===== config.mk =====
export PLATFORM = sky130hd
export DESIGN_NAME = axi_delayer
export DESIGN_NICKNAME = d
export VERILOG_FILES = /design/src/axi_delay_pkg.sv /design/src/axi_delayer.sv
export SDC_FILE = /design/constraint.sdc
export NUM_CORES = 1
export LEC_CHECK = 0
export BUFFER_PORTS_ARGS = -buffer_cell sky130_fd_sc_hd__buf_2
export CORE_ASPECT_RATIO = 0.75
export CORE_MARGIN = 8
export CORE_UTILIZATION = 30
export DETAILED_ROUTE_END_ITERATION = 12
export GPL_TIMING_DRIVEN = 0
export PLACE_DENSITY_LB_ADDON = 0.1
export REMOVE_ABC_BUFFERS = 1
export SETUP_SLACK_MARGIN = 0.3
export SLEW_MARGIN = 20
export SYNTH_ARGS = -nofsm -noshare
export SYNTH_HDL_FRONTEND = slang
export SYNTH_SLANG_ARGS = --single-unit

===== constraint.sdc =====
create_clock -name clock -period 4.41 [get_ports clock]
set_input_delay 0.882 -clock clock [delete_from_list [all_inputs] [get_ports clock]]
set_output_delay 0.882 -clock clock [all_outputs]
set_load 0.01 [all_outputs]

===== src/axi_delay_pkg.sv =====
package axi_delay_pkg;

  localparam int ID_W = 4;
  localparam int ADDR_W = 32;
  localparam int DATA_W = 32;
  localparam int STRB_W = DATA_W / 8;
  localparam int LEN_W = 8;
  localparam int RESP_W = 2;

  localparam logic [RESP_W-1:0] RESP_OKAY = 2'b00;

  localparam int RATIO_R = 4;  // slowdown seen by the master.
  localparam int RATIO_S = 8;  // fractional steps, power of two.
  localparam int CNT_W = 10;
  localparam logic [CNT_W-1:0] CNT_STEP = CNT_W'(RATIO_R * RATIO_S);
  localparam int CNT_SHIFT = $clog2(RATIO_S);

  localparam int BUF_DEPTH = 8;
  localparam int BEAT_W = $clog2(BUF_DEPTH) + 1;

  localparam int MEM_WORDS = 256;
  localparam int WORD_W = $clog2(MEM_WORDS);

  // top nibbles of the delayed region.
  localparam logic [3:0] DELAY_REGION_LO = 4'ha;
  localparam logic [3:0] DELAY_REGION_HI = 4'hb;

  localparam logic [1:0] ST_IDLE = 2'd0;
  localparam logic [1:0] ST_REQ = 2'd1;
  localparam logic [1:0] ST_WAIT = 2'd2;

  typedef union packed {
    struct packed {
      logic [3:0]        region;
      logic [ADDR_W-5:0] offset;
    } region_view;
    struct packed {
      logic [ADDR_W-WORD_W-3:0] unused;
      logic [WORD_W-1:0]        word;
      logic [1:0]               lane;
    } mem_view;
  } axi_addr_u;

endpackage

===== src/axi_delayer.sv =====
`timescale 1ns/1ps
module axi_delayer (
  input  logic                              clock,
  input  logic                              reset,

  output logic                              in_arready,
  input  logic                              in_arvalid,
  input  logic [axi_delay_pkg::ID_W-1:0]    in_arid,
  input  logic [axi_delay_pkg::ADDR_W-1:0]  in_araddr,
  input  logic [axi_delay_pkg::LEN_W-1:0]   in_arlen,
  input  logic [2:0]                        in_arsize,
  input  logic [1:0]                        in_arburst,
  input  logic                              in_rready,
  output logic                              in_rvalid,
  output logic [axi_delay_pkg::ID_W-1:0]    in_rid,
  output logic [axi_delay_pkg::DATA_W-1:0]  in_rdata,
  output logic [axi_delay_pkg::RESP_W-1:0]  in_rresp,
  output logic                              in_rlast,
  output logic                              in_awready,
  input  logic                              in_awvalid,
  input  logic [axi_delay_pkg::ID_W-1:0]    in_awid,
  input  logic [axi_delay_pkg::ADDR_W-1:0]  in_awaddr,
  input  logic [axi_delay_pkg::LEN_W-1:0]   in_awlen,
  input  logic [2:0]                        in_awsize,
  input  logic [1:0]                        in_awburst,
  output logic                              in_wready,
  input  logic                              in_wvalid,
  input  logic [axi_delay_pkg::DATA_W-1:0]  in_wdata,
  input  logic [axi_delay_pkg::STRB_W-1:0]  in_wstrb,
  input  logic                              in_wlast,
  input  logic                              in_bready,
  output logic                              in_bvalid,
  output logic [axi_delay_pkg::ID_W-1:0]    in_bid,
  output logic [axi_delay_pkg::RESP_W-1:0]  in_bresp,

  input  logic                              out_arready,
  output logic                              out_arvalid,
  output logic [axi_delay_pkg::ID_W-1:0]    out_arid,
  output logic [axi_delay_pkg::ADDR_W-1:0]  out_araddr,
  output logic [axi_delay_pkg::LEN_W-1:0]   out_arlen,
  output logic [2:0]                        out_arsize,
  output logic [1:0]                        out_arburst,
  output logic                              out_rready,
  input  logic                              out_rvalid,
  input  logic [axi_delay_pkg::ID_W-1:0]    out_rid,
  input  logic [axi_delay_pkg::DATA_W-1:0]  out_rdata,
  input  logic [axi_delay_pkg::RESP_W-1:0]  out_rresp,
  input  logic                              out_rlast,
  input  logic                              out_awready,
  output logic                              out_awvalid,
  output logic [axi_delay_pkg::ID_W-1:0]    out_awid,
  output logic [axi_delay_pkg::ADDR_W-1:0]  out_awaddr,
  output logic [axi_delay_pkg::LEN_W-1:0]   out_awlen,
  output logic [2:0]                        out_awsize,
  output logic [1:0]                        out_awburst,
  input  logic                              out_wready,
  output logic                              out_wvalid,
  output logic [axi_delay_pkg::DATA_W-1:0]  out_wdata,
  output logic [axi_delay_pkg::STRB_W-1:0]  out_wstrb,
  output logic                              out_wlast,
  output logic                              out_bready,
  input  logic                              out_bvalid,
  input  logic [axi_delay_pkg::ID_W-1:0]    out_bid,
  input  logic [axi_delay_pkg::RESP_W-1:0]  out_bresp
);

  logic [1:0]                        state;
  logic                              is_rd;  // delayed transaction is a read.
  logic [axi_delay_pkg::CNT_W-1:0]   cnt;
  logic [axi_delay_pkg::BEAT_W-1:0]  beat_cnt;
  logic [axi_delay_pkg::BEAT_W-1:0]  beat_idx;
  logic [axi_delay_pkg::DATA_W-1:0]  rbuf [axi_delay_pkg::BUF_DEPTH];
  logic [axi_delay_pkg::ID_W-1:0]    rid_q;
  logic [axi_delay_pkg::ID_W-1:0]    bid_q;
  logic [axi_delay_pkg::RESP_W-1:0]  rresp_q;
  logic [axi_delay_pkg::RESP_W-1:0]  bresp_q;
  axi_delay_pkg::axi_addr_u          ar_addr;
  axi_delay_pkg::axi_addr_u          aw_addr;
  logic idle, in_wait, ar_fire, aw_fire, ar_slow, aw_slow;
  logic cap_r, cap_b, req_done, replay_valid, replay_last, wait_done;

  assign idle = (state == axi_delay_pkg::ST_IDLE);
  assign in_wait = (state == axi_delay_pkg::ST_WAIT);

  assign ar_addr = in_araddr;
  assign aw_addr = in_awaddr;
  assign ar_slow = (ar_addr.region_view.region >= axi_delay_pkg::DELAY_REGION_LO) &&
                   (ar_addr.region_view.region <= axi_delay_pkg::DELAY_REGION_HI);
  assign aw_slow = (aw_addr.region_view.region >= axi_delay_pkg::DELAY_REGION_LO) &&
                   (aw_addr.region_view.region <= axi_delay_pkg::DELAY_REGION_HI);

  // new addresses only in IDLE; read wins a same-cycle tie.
  assign out_arvalid = in_arvalid & idle;
  assign in_arready = out_arready & idle;
  assign ar_fire = out_arvalid & out_arready;
  assign out_awvalid = in_awvalid & idle & ~ar_fire;
  assign in_awready = out_awready & idle & ~ar_fire;
  assign aw_fire = out_awvalid & out_awready;

  assign out_arid = in_arid;
  assign out_araddr = in_araddr;
  assign out_arlen = in_arlen;
  assign out_arsize = in_arsize;
  assign out_arburst = in_arburst;
  assign out_awid = in_awid;
  assign out_awaddr = in_awaddr;
  assign out_awlen = in_awlen;
  assign out_awsize = in_awsize;
  assign out_awburst = in_awburst;

  assign out_wvalid = in_wvalid;
  assign out_wdata = in_wdata;
  assign out_wstrb = in_wstrb;
  assign out_wlast = in_wlast;
  assign in_wready = out_wready;

  // readies are high in REQ, so valid alone is a transfer.
  assign cap_r = (state == axi_delay_pkg::ST_REQ) & is_rd & out_rvalid;
  assign cap_b = (state == axi_delay_pkg::ST_REQ) & ~is_rd & out_bvalid;
  assign req_done = (cap_r & out_rlast) | cap_b;

  assign replay_last = (cnt == axi_delay_pkg::CNT_W'(1));
  assign replay_valid = in_wait & is_rd & (cnt <= axi_delay_pkg::CNT_W'(beat_cnt));
  assign beat_idx = beat_cnt - cnt[axi_delay_pkg::BEAT_W-1:0];  // oldest beat first.
  assign wait_done = is_rd ? (replay_valid & replay_last & in_rready)
                           : (replay_last & in_bready);

  assign out_rready = idle ? in_rready : (state == axi_delay_pkg::ST_REQ);
  assign out_bready = idle ? in_bready : (state == axi_delay_pkg::ST_REQ);

  assign in_rvalid = idle ? out_rvalid : replay_valid;
  assign in_rid = idle ? out_rid : rid_q;
  assign in_rdata = idle ? out_rdata : rbuf[beat_idx[axi_delay_pkg::BEAT_W-2:0]];
  assign in_rresp = idle ? out_rresp : rresp_q;
  assign in_rlast = idle ? out_rlast : (replay_valid & replay_last);
  assign in_bvalid = idle ? out_bvalid : (in_wait & ~is_rd & replay_last);
  assign in_bid = idle ? out_bid : bid_q;
  assign in_bresp = idle ? out_bresp : bresp_q;

  always_ff @(posedge clock or posedge reset) begin
    if (reset) begin
      state <= axi_delay_pkg::ST_IDLE;
      is_rd <= 1'b0;
    end else begin
      case (state)
        axi_delay_pkg::ST_IDLE: begin
          if (ar_fire && ar_slow) begin
            state <= axi_delay_pkg::ST_REQ;
            is_rd <= 1'b1;
          end else if (aw_fire && aw_slow) begin
            state <= axi_delay_pkg::ST_REQ;
            is_rd <= 1'b0;
          end
        end
        axi_delay_pkg::ST_REQ: if (req_done) state <= axi_delay_pkg::ST_WAIT;
        axi_delay_pkg::ST_WAIT: if (wait_done) state <= axi_delay_pkg::ST_IDLE;
        default: state <= axi_delay_pkg::ST_IDLE;
      endcase
    end
  end

  // scaled busy time, then countdown to the held completion.
  always_ff @(posedge clock or posedge reset) begin
    if (reset) begin
      cnt <= '0;
    end else if (state == axi_delay_pkg::ST_REQ) begin
      if (req_done)
        cnt <= ((cnt + axi_delay_pkg::CNT_STEP) >> axi_delay_pkg::CNT_SHIFT) - 1'b1;
      else
        cnt <= cnt + axi_delay_pkg::CNT_STEP;
    end else if (in_wait) begin
      if (!replay_last && !(replay_valid && !in_rready))
        cnt <= cnt - 1'b1;  // stalled beat holds.
    end else begin
      cnt <= '0;
    end
  end

  always_ff @(posedge clock or posedge reset) begin
    if (reset)
      beat_cnt <= '0;
    else if (idle)
      beat_cnt <= '0;
    else if (cap_r && beat_cnt != axi_delay_pkg::BEAT_W'(axi_delay_pkg::BUF_DEPTH))
      beat_cnt <= beat_cnt + 1'b1;
  end

  always_ff @(posedge clock) begin
    if (cap_r) begin
      rbuf[beat_cnt[axi_delay_pkg::BEAT_W-2:0]] <= out_rdata;
      rid_q <= out_rid;
      rresp_q <= out_rresp;
    end
    if (cap_b) begin
      bid_q <= out_bid;
      bresp_q <= out_bresp;
    end
  end

endmodule


==> impl_results.rst <==
.. list-table::
   :header-rows: 1

   * - Metric
     - Value
   * - Run status
     - finished, final reports clean
   * - Endpoint kind of the worst setup timing path
     - output pin
   * - Worst slew pin tran
     - roughly 1100 ps
   * - Commonest cells after routing, fill and taps aside
     - edfxtp_1 (268), buf_2 (119), mux4_2 (64)
   * - Depth of the CTS H-tree
     - 1
   * - Die X
     - between 200 and 300 um
   * - Initial standard-cell utilization of the core
     - 0.3027
   * - Data required time at the worst endpoint
     - around 3500 ps
   * - Post-synth top area cell
     - edfxtp_1
   * - Max-slew violation count
     - 0
   * - Clock Skews
     - approximately 17 ps
   * - Worst-case reg-to-reg path depth
     - 6
   * - Hold Worst Slack
     - 480.2 ps
   * - CTS tree
     - built
   * - Number of enable flip-flop cells after synthesis
     - roughly 270
   * - # clock sinks
     - 285
   * - Total number of nets in the final design
     - 1027
   * - Total negative slack
     - 0 ps
   * - Overall die area
     - between 50000 and 60000 um2
   * - Standard cell core area
     - 43110 um2
   * - Remaining routing DRC violations
     - 0
   * - Number of port buffers
     - approximately 120
   * - Detailed Route Iter0 Violations
     - between 500 and 600
   * - Final RePlAce weighted congestion
     - approximately 0.86
   * - Unrepaired setup endpoints after global routing
     - false
   * - Critical setup path kind
     - reg2out
   * - Pin count of the biggest net entering global routing
     - 32
   * - Iteration count of the initial detailed-routing pass
     - 5
   * - Hold-fix buffers, CTS
     - 0
   * - Number of hold violations in the final report
     - 0
   * - Global-route wire length before repair
     - ~66000 um
   * - Gate Count Post-Synth
     - 801
   * - Clk buf depth
     - 3
   * - Synthesis warning total
     - 0
   * - Reg2reg end
     - rbuf[1][4]$_DFFE_PP_
   * - Arrival time of data at the critical path endpoint
     - approximately 3000 ps
   * - Final antenna diode count
     - 0
   * - Number of non-filler instances in the completed layout
     - ~1.4k
   * - Mapped Avg Cell Area
     - between 15 and 20 um2
   * - Top_reg_cell synth
     - edfxtp_1
   * - Number of clock buffers inserted by TritonCTS
     - 31
   * - Routed wire length
     - just under 50000 um
   * - Std cell rows
     - between 60 and 70
   * - Clock tree root driver cell
     - clkbuf_16
   * - Routed length per instance
     - between 30 and 40 um
   * - Most common library cell in the layout ignoring fill and taps
     - edfxtp_1
   * - Total number of vias
     - a little over 7k
   * - Count of distinct cell types in the synthesized netlist
     - between 50 and 60
   * - Number of setup violations in the final report
     - 0
   * - Fraction of registers with async set/reset
     - 0.05965
   * - Number of antenna violations at the first check in global routing
     - 5
   * - Fmax achieved
     - 252.3 MHz
   * - Share of the synthesized area in the top cell type
     - 0.6169
   * - Slew HR
     - 0.2438
   * - Top fanout value on the critical path
     - 21
   * - Clock transition at the registers of the reported paths
     - roughly 60 ps
   * - Summed instance area of the synthesized netlist
     - between 10000 and 15000 um2
   * - Number of vias per cell after detailed routing
     - roughly 5.1
   * - Io pins
     - roughly 380
   * - GR Util All Layers
     - 0.1898
   * - Die Y
     - 196.6 um
   * - Cell count after placement
     - around 1.4k
   * - Share of post-route cells with drive strength above 1
     - 0.3559
   * - Vias in the first global route
     - ~7.5k
   * - Tot Pwr
     - between 0.008 and 0.009 W
   * - Last element of the critical path
     - in_rdata[24]
   * - Post-detailed-placement half-perimeter wirelength
     - between 30000 and 40000 um
   * - Power Density
     - ~600 nW/um2
   * - Area growth syn-to-layout
     - 14.07%
   * - Final cycle utilization of the critical path
     - 0.8988
   * - Cells taking the most area after synthesis
     - edfxtp_1 (62%), mux4_2 (11%), buf_4 (7.9%), dfrtp_1 (3.3%), mux2i_1 (2.5%)
   * - Fin crit period
     - ~4000 ps
   * - Launch instance of the worst register-to-register path
     - state[0]$_DFFE_PP0P_
   * - Kind of path behind the tightest hold check
     - in2async
   * - Largest voltage drop on the vdd net
     - slightly above 0.3 mV
   * - Worst R2R Setup Slack
     - between 1000 and 1500 ps
   * - Kind of start point of the critical path
     - flop
   * - Max_cap viols
     - 0
   * - Insertion delay of the later-clocked pin in the worst-skew pair
     - roughly 570 ps
   * - Detail Route Antenna Nets
     - 0
   * - Number of register bits inferred by synthesis
     - between 200 and 300
   * - Seq/Total Area, Yosys
     - 0.6495
   * - Overflow left after global routing
     - 0
   * - Lkg Pwr
     - 5.168 nW
   * - Start point of the critical path
     - cnt[0]$_DFFE_PP0P_
==> where the power goes <==
part / total (W) / internal (W) / leakage [nW] / switching [W]
combinational: 0.00335 / 0.00164 / 2.06 / 0.00171
sequential: 0.00309 / 0.00300 / 2.63 / 0.0000866
clock: 0.00252 / 0.00146 / 0.470 / 0.00106
==> layer usage <==
| metal | global-route usage | up-vias | share of wire |
|---|---|---|---|
| li1 | - | 2976 | - |
| met1 | 0.2262 | 3659 | 0.41 |
| met3 | 0.1871 | 78 | 0.20 |
| met2 | 0.2284 | 505 | 0.36 |
| met4 | 0.02949 | 24 | 0.016 |
| met5 | 0.1378 | - | 0.020 |
==> timing repair <==
| action | in CTS | in global routing |
|---|---|---|
| hold endpoints to repair | 0 | 0 |
| setup endpoints to repair | 32 | 16 |
| gates cloned | 2 | 0 |
| pin swaps | 2 | 1 |
| gates resized for setup | 12 | 1 |
| buffers inserted | 6 | 3 |
==> synthesized netlist by cell type (2+ instances only) <==
cell	count
ha_1	14
mux2_4	2
nor2_1	21
nor3_1	3
o211ai_1	5
nand3b_1	5
nor4_4	2
and2_1	5
nand2b_1	3
a31oi_1	4
mux4_2	64
clkbuf_1	19
buf_4	138
inv_1	13
mux2i_1	33
mux2_2	12
xor2_1	4
and3_1	2
buf_2	11
nor2b_1	5
dfrtp_1	17
nand4_1	4
nand2_1	53
edfxtp_1	268
o2bb2ai_1	2
o21bai_1	2
a21boi_0	2
nor4_1	2
o22ai_1	3
a21oi_1	5
o21ai_0	37
a211oi_1	4
nand3_1	3
nor3b_1	2
xnor2_1	9
==> worst max-delay path: stages, from the launching register on <==
cell     delay [ps]
dfrtp_2         420
ha_1            220
fa_4            840
buf_16          200
mux4_2          350
mux2i_4         200
o21ai_0         100
buf_2           180
==> registers in the layout, summed over array words and instances, names as in the netlist <==
register,flops
rid_q,4
beat_cnt,4
rresp_q,2
bid_q,4
rbuf,256
is_rd,1
cnt,10
state,2
bresp_q,2
==> layout make-up <==
type | count | area, um2
multi-input combinational | 334 | 3472
clock buffer | 39 | 805.8
timing repair buffer | 155 | 1186
sequential | 285 | 8476
fill | 4149 | 28220
clock inverter | 17 | 170.2
inverter | 13 | 48.80
tap | 578 | 723.2
==> kinds of logic (layout without fill, tap and decap cells) <==
| group | count (synthesis) | after routing | synth area share |
|---|---|---|---|
| simple gates | 119 | 119 | 0.04776 |
| flops | 285 | 285 | 0.6495 |
| xor+xnor | 13 | 13 | 0.008727 |
| compound gates | 76 | 76 | 0.03750 |
| fa+ha+maj | 15 | 15 | 0.01496 |
| mux | 111 | 111 | 0.1485 |
| buf+inv | 182 | 224 | 0.09312 |
==> worst min-delay path by stage <==
stage / from / endpoint / slack, ps / cells after the start
floorplan: beat_cnt[3]$_DFFE_PP0P_ / beat_cnt[3]$_DFFE_PP0P_ / 540 / 2
global route: out_rresp[0] / rresp_q[0]$_DFFE_PP_ / 470 / 1
finish: reset / cnt[7]$_DFFE_PP0P_ / 480 / 2
CTS: out_rid[2] / rid_q[2]$_DFFE_PP_ / 460 / 1
detailed placement: beat_cnt[3]$_DFFE_PP0P_ / beat_cnt[3]$_DFFE_PP0P_ / 580 / 2
global placement: beat_cnt[3]$_DFFE_PP0P_ / beat_cnt[3]$_DFFE_PP0P_ / 580 / 2
==> metrics by stage <==
step / area, um2 / utilization / setup slack [ps]
after floorplan: 11880 / - / -453.6
final: 14880 / 0.3452 / 446.2
after global placement: 13200 / 0.3062 / -3526
after detailed placement: 13730 / 0.3185 / 341.7
after global routing: 14880 / 0.3452 / 301.5
after CTS: 14850 / 0.3446 / 318.8
Power figures use the tool's default switching activity.
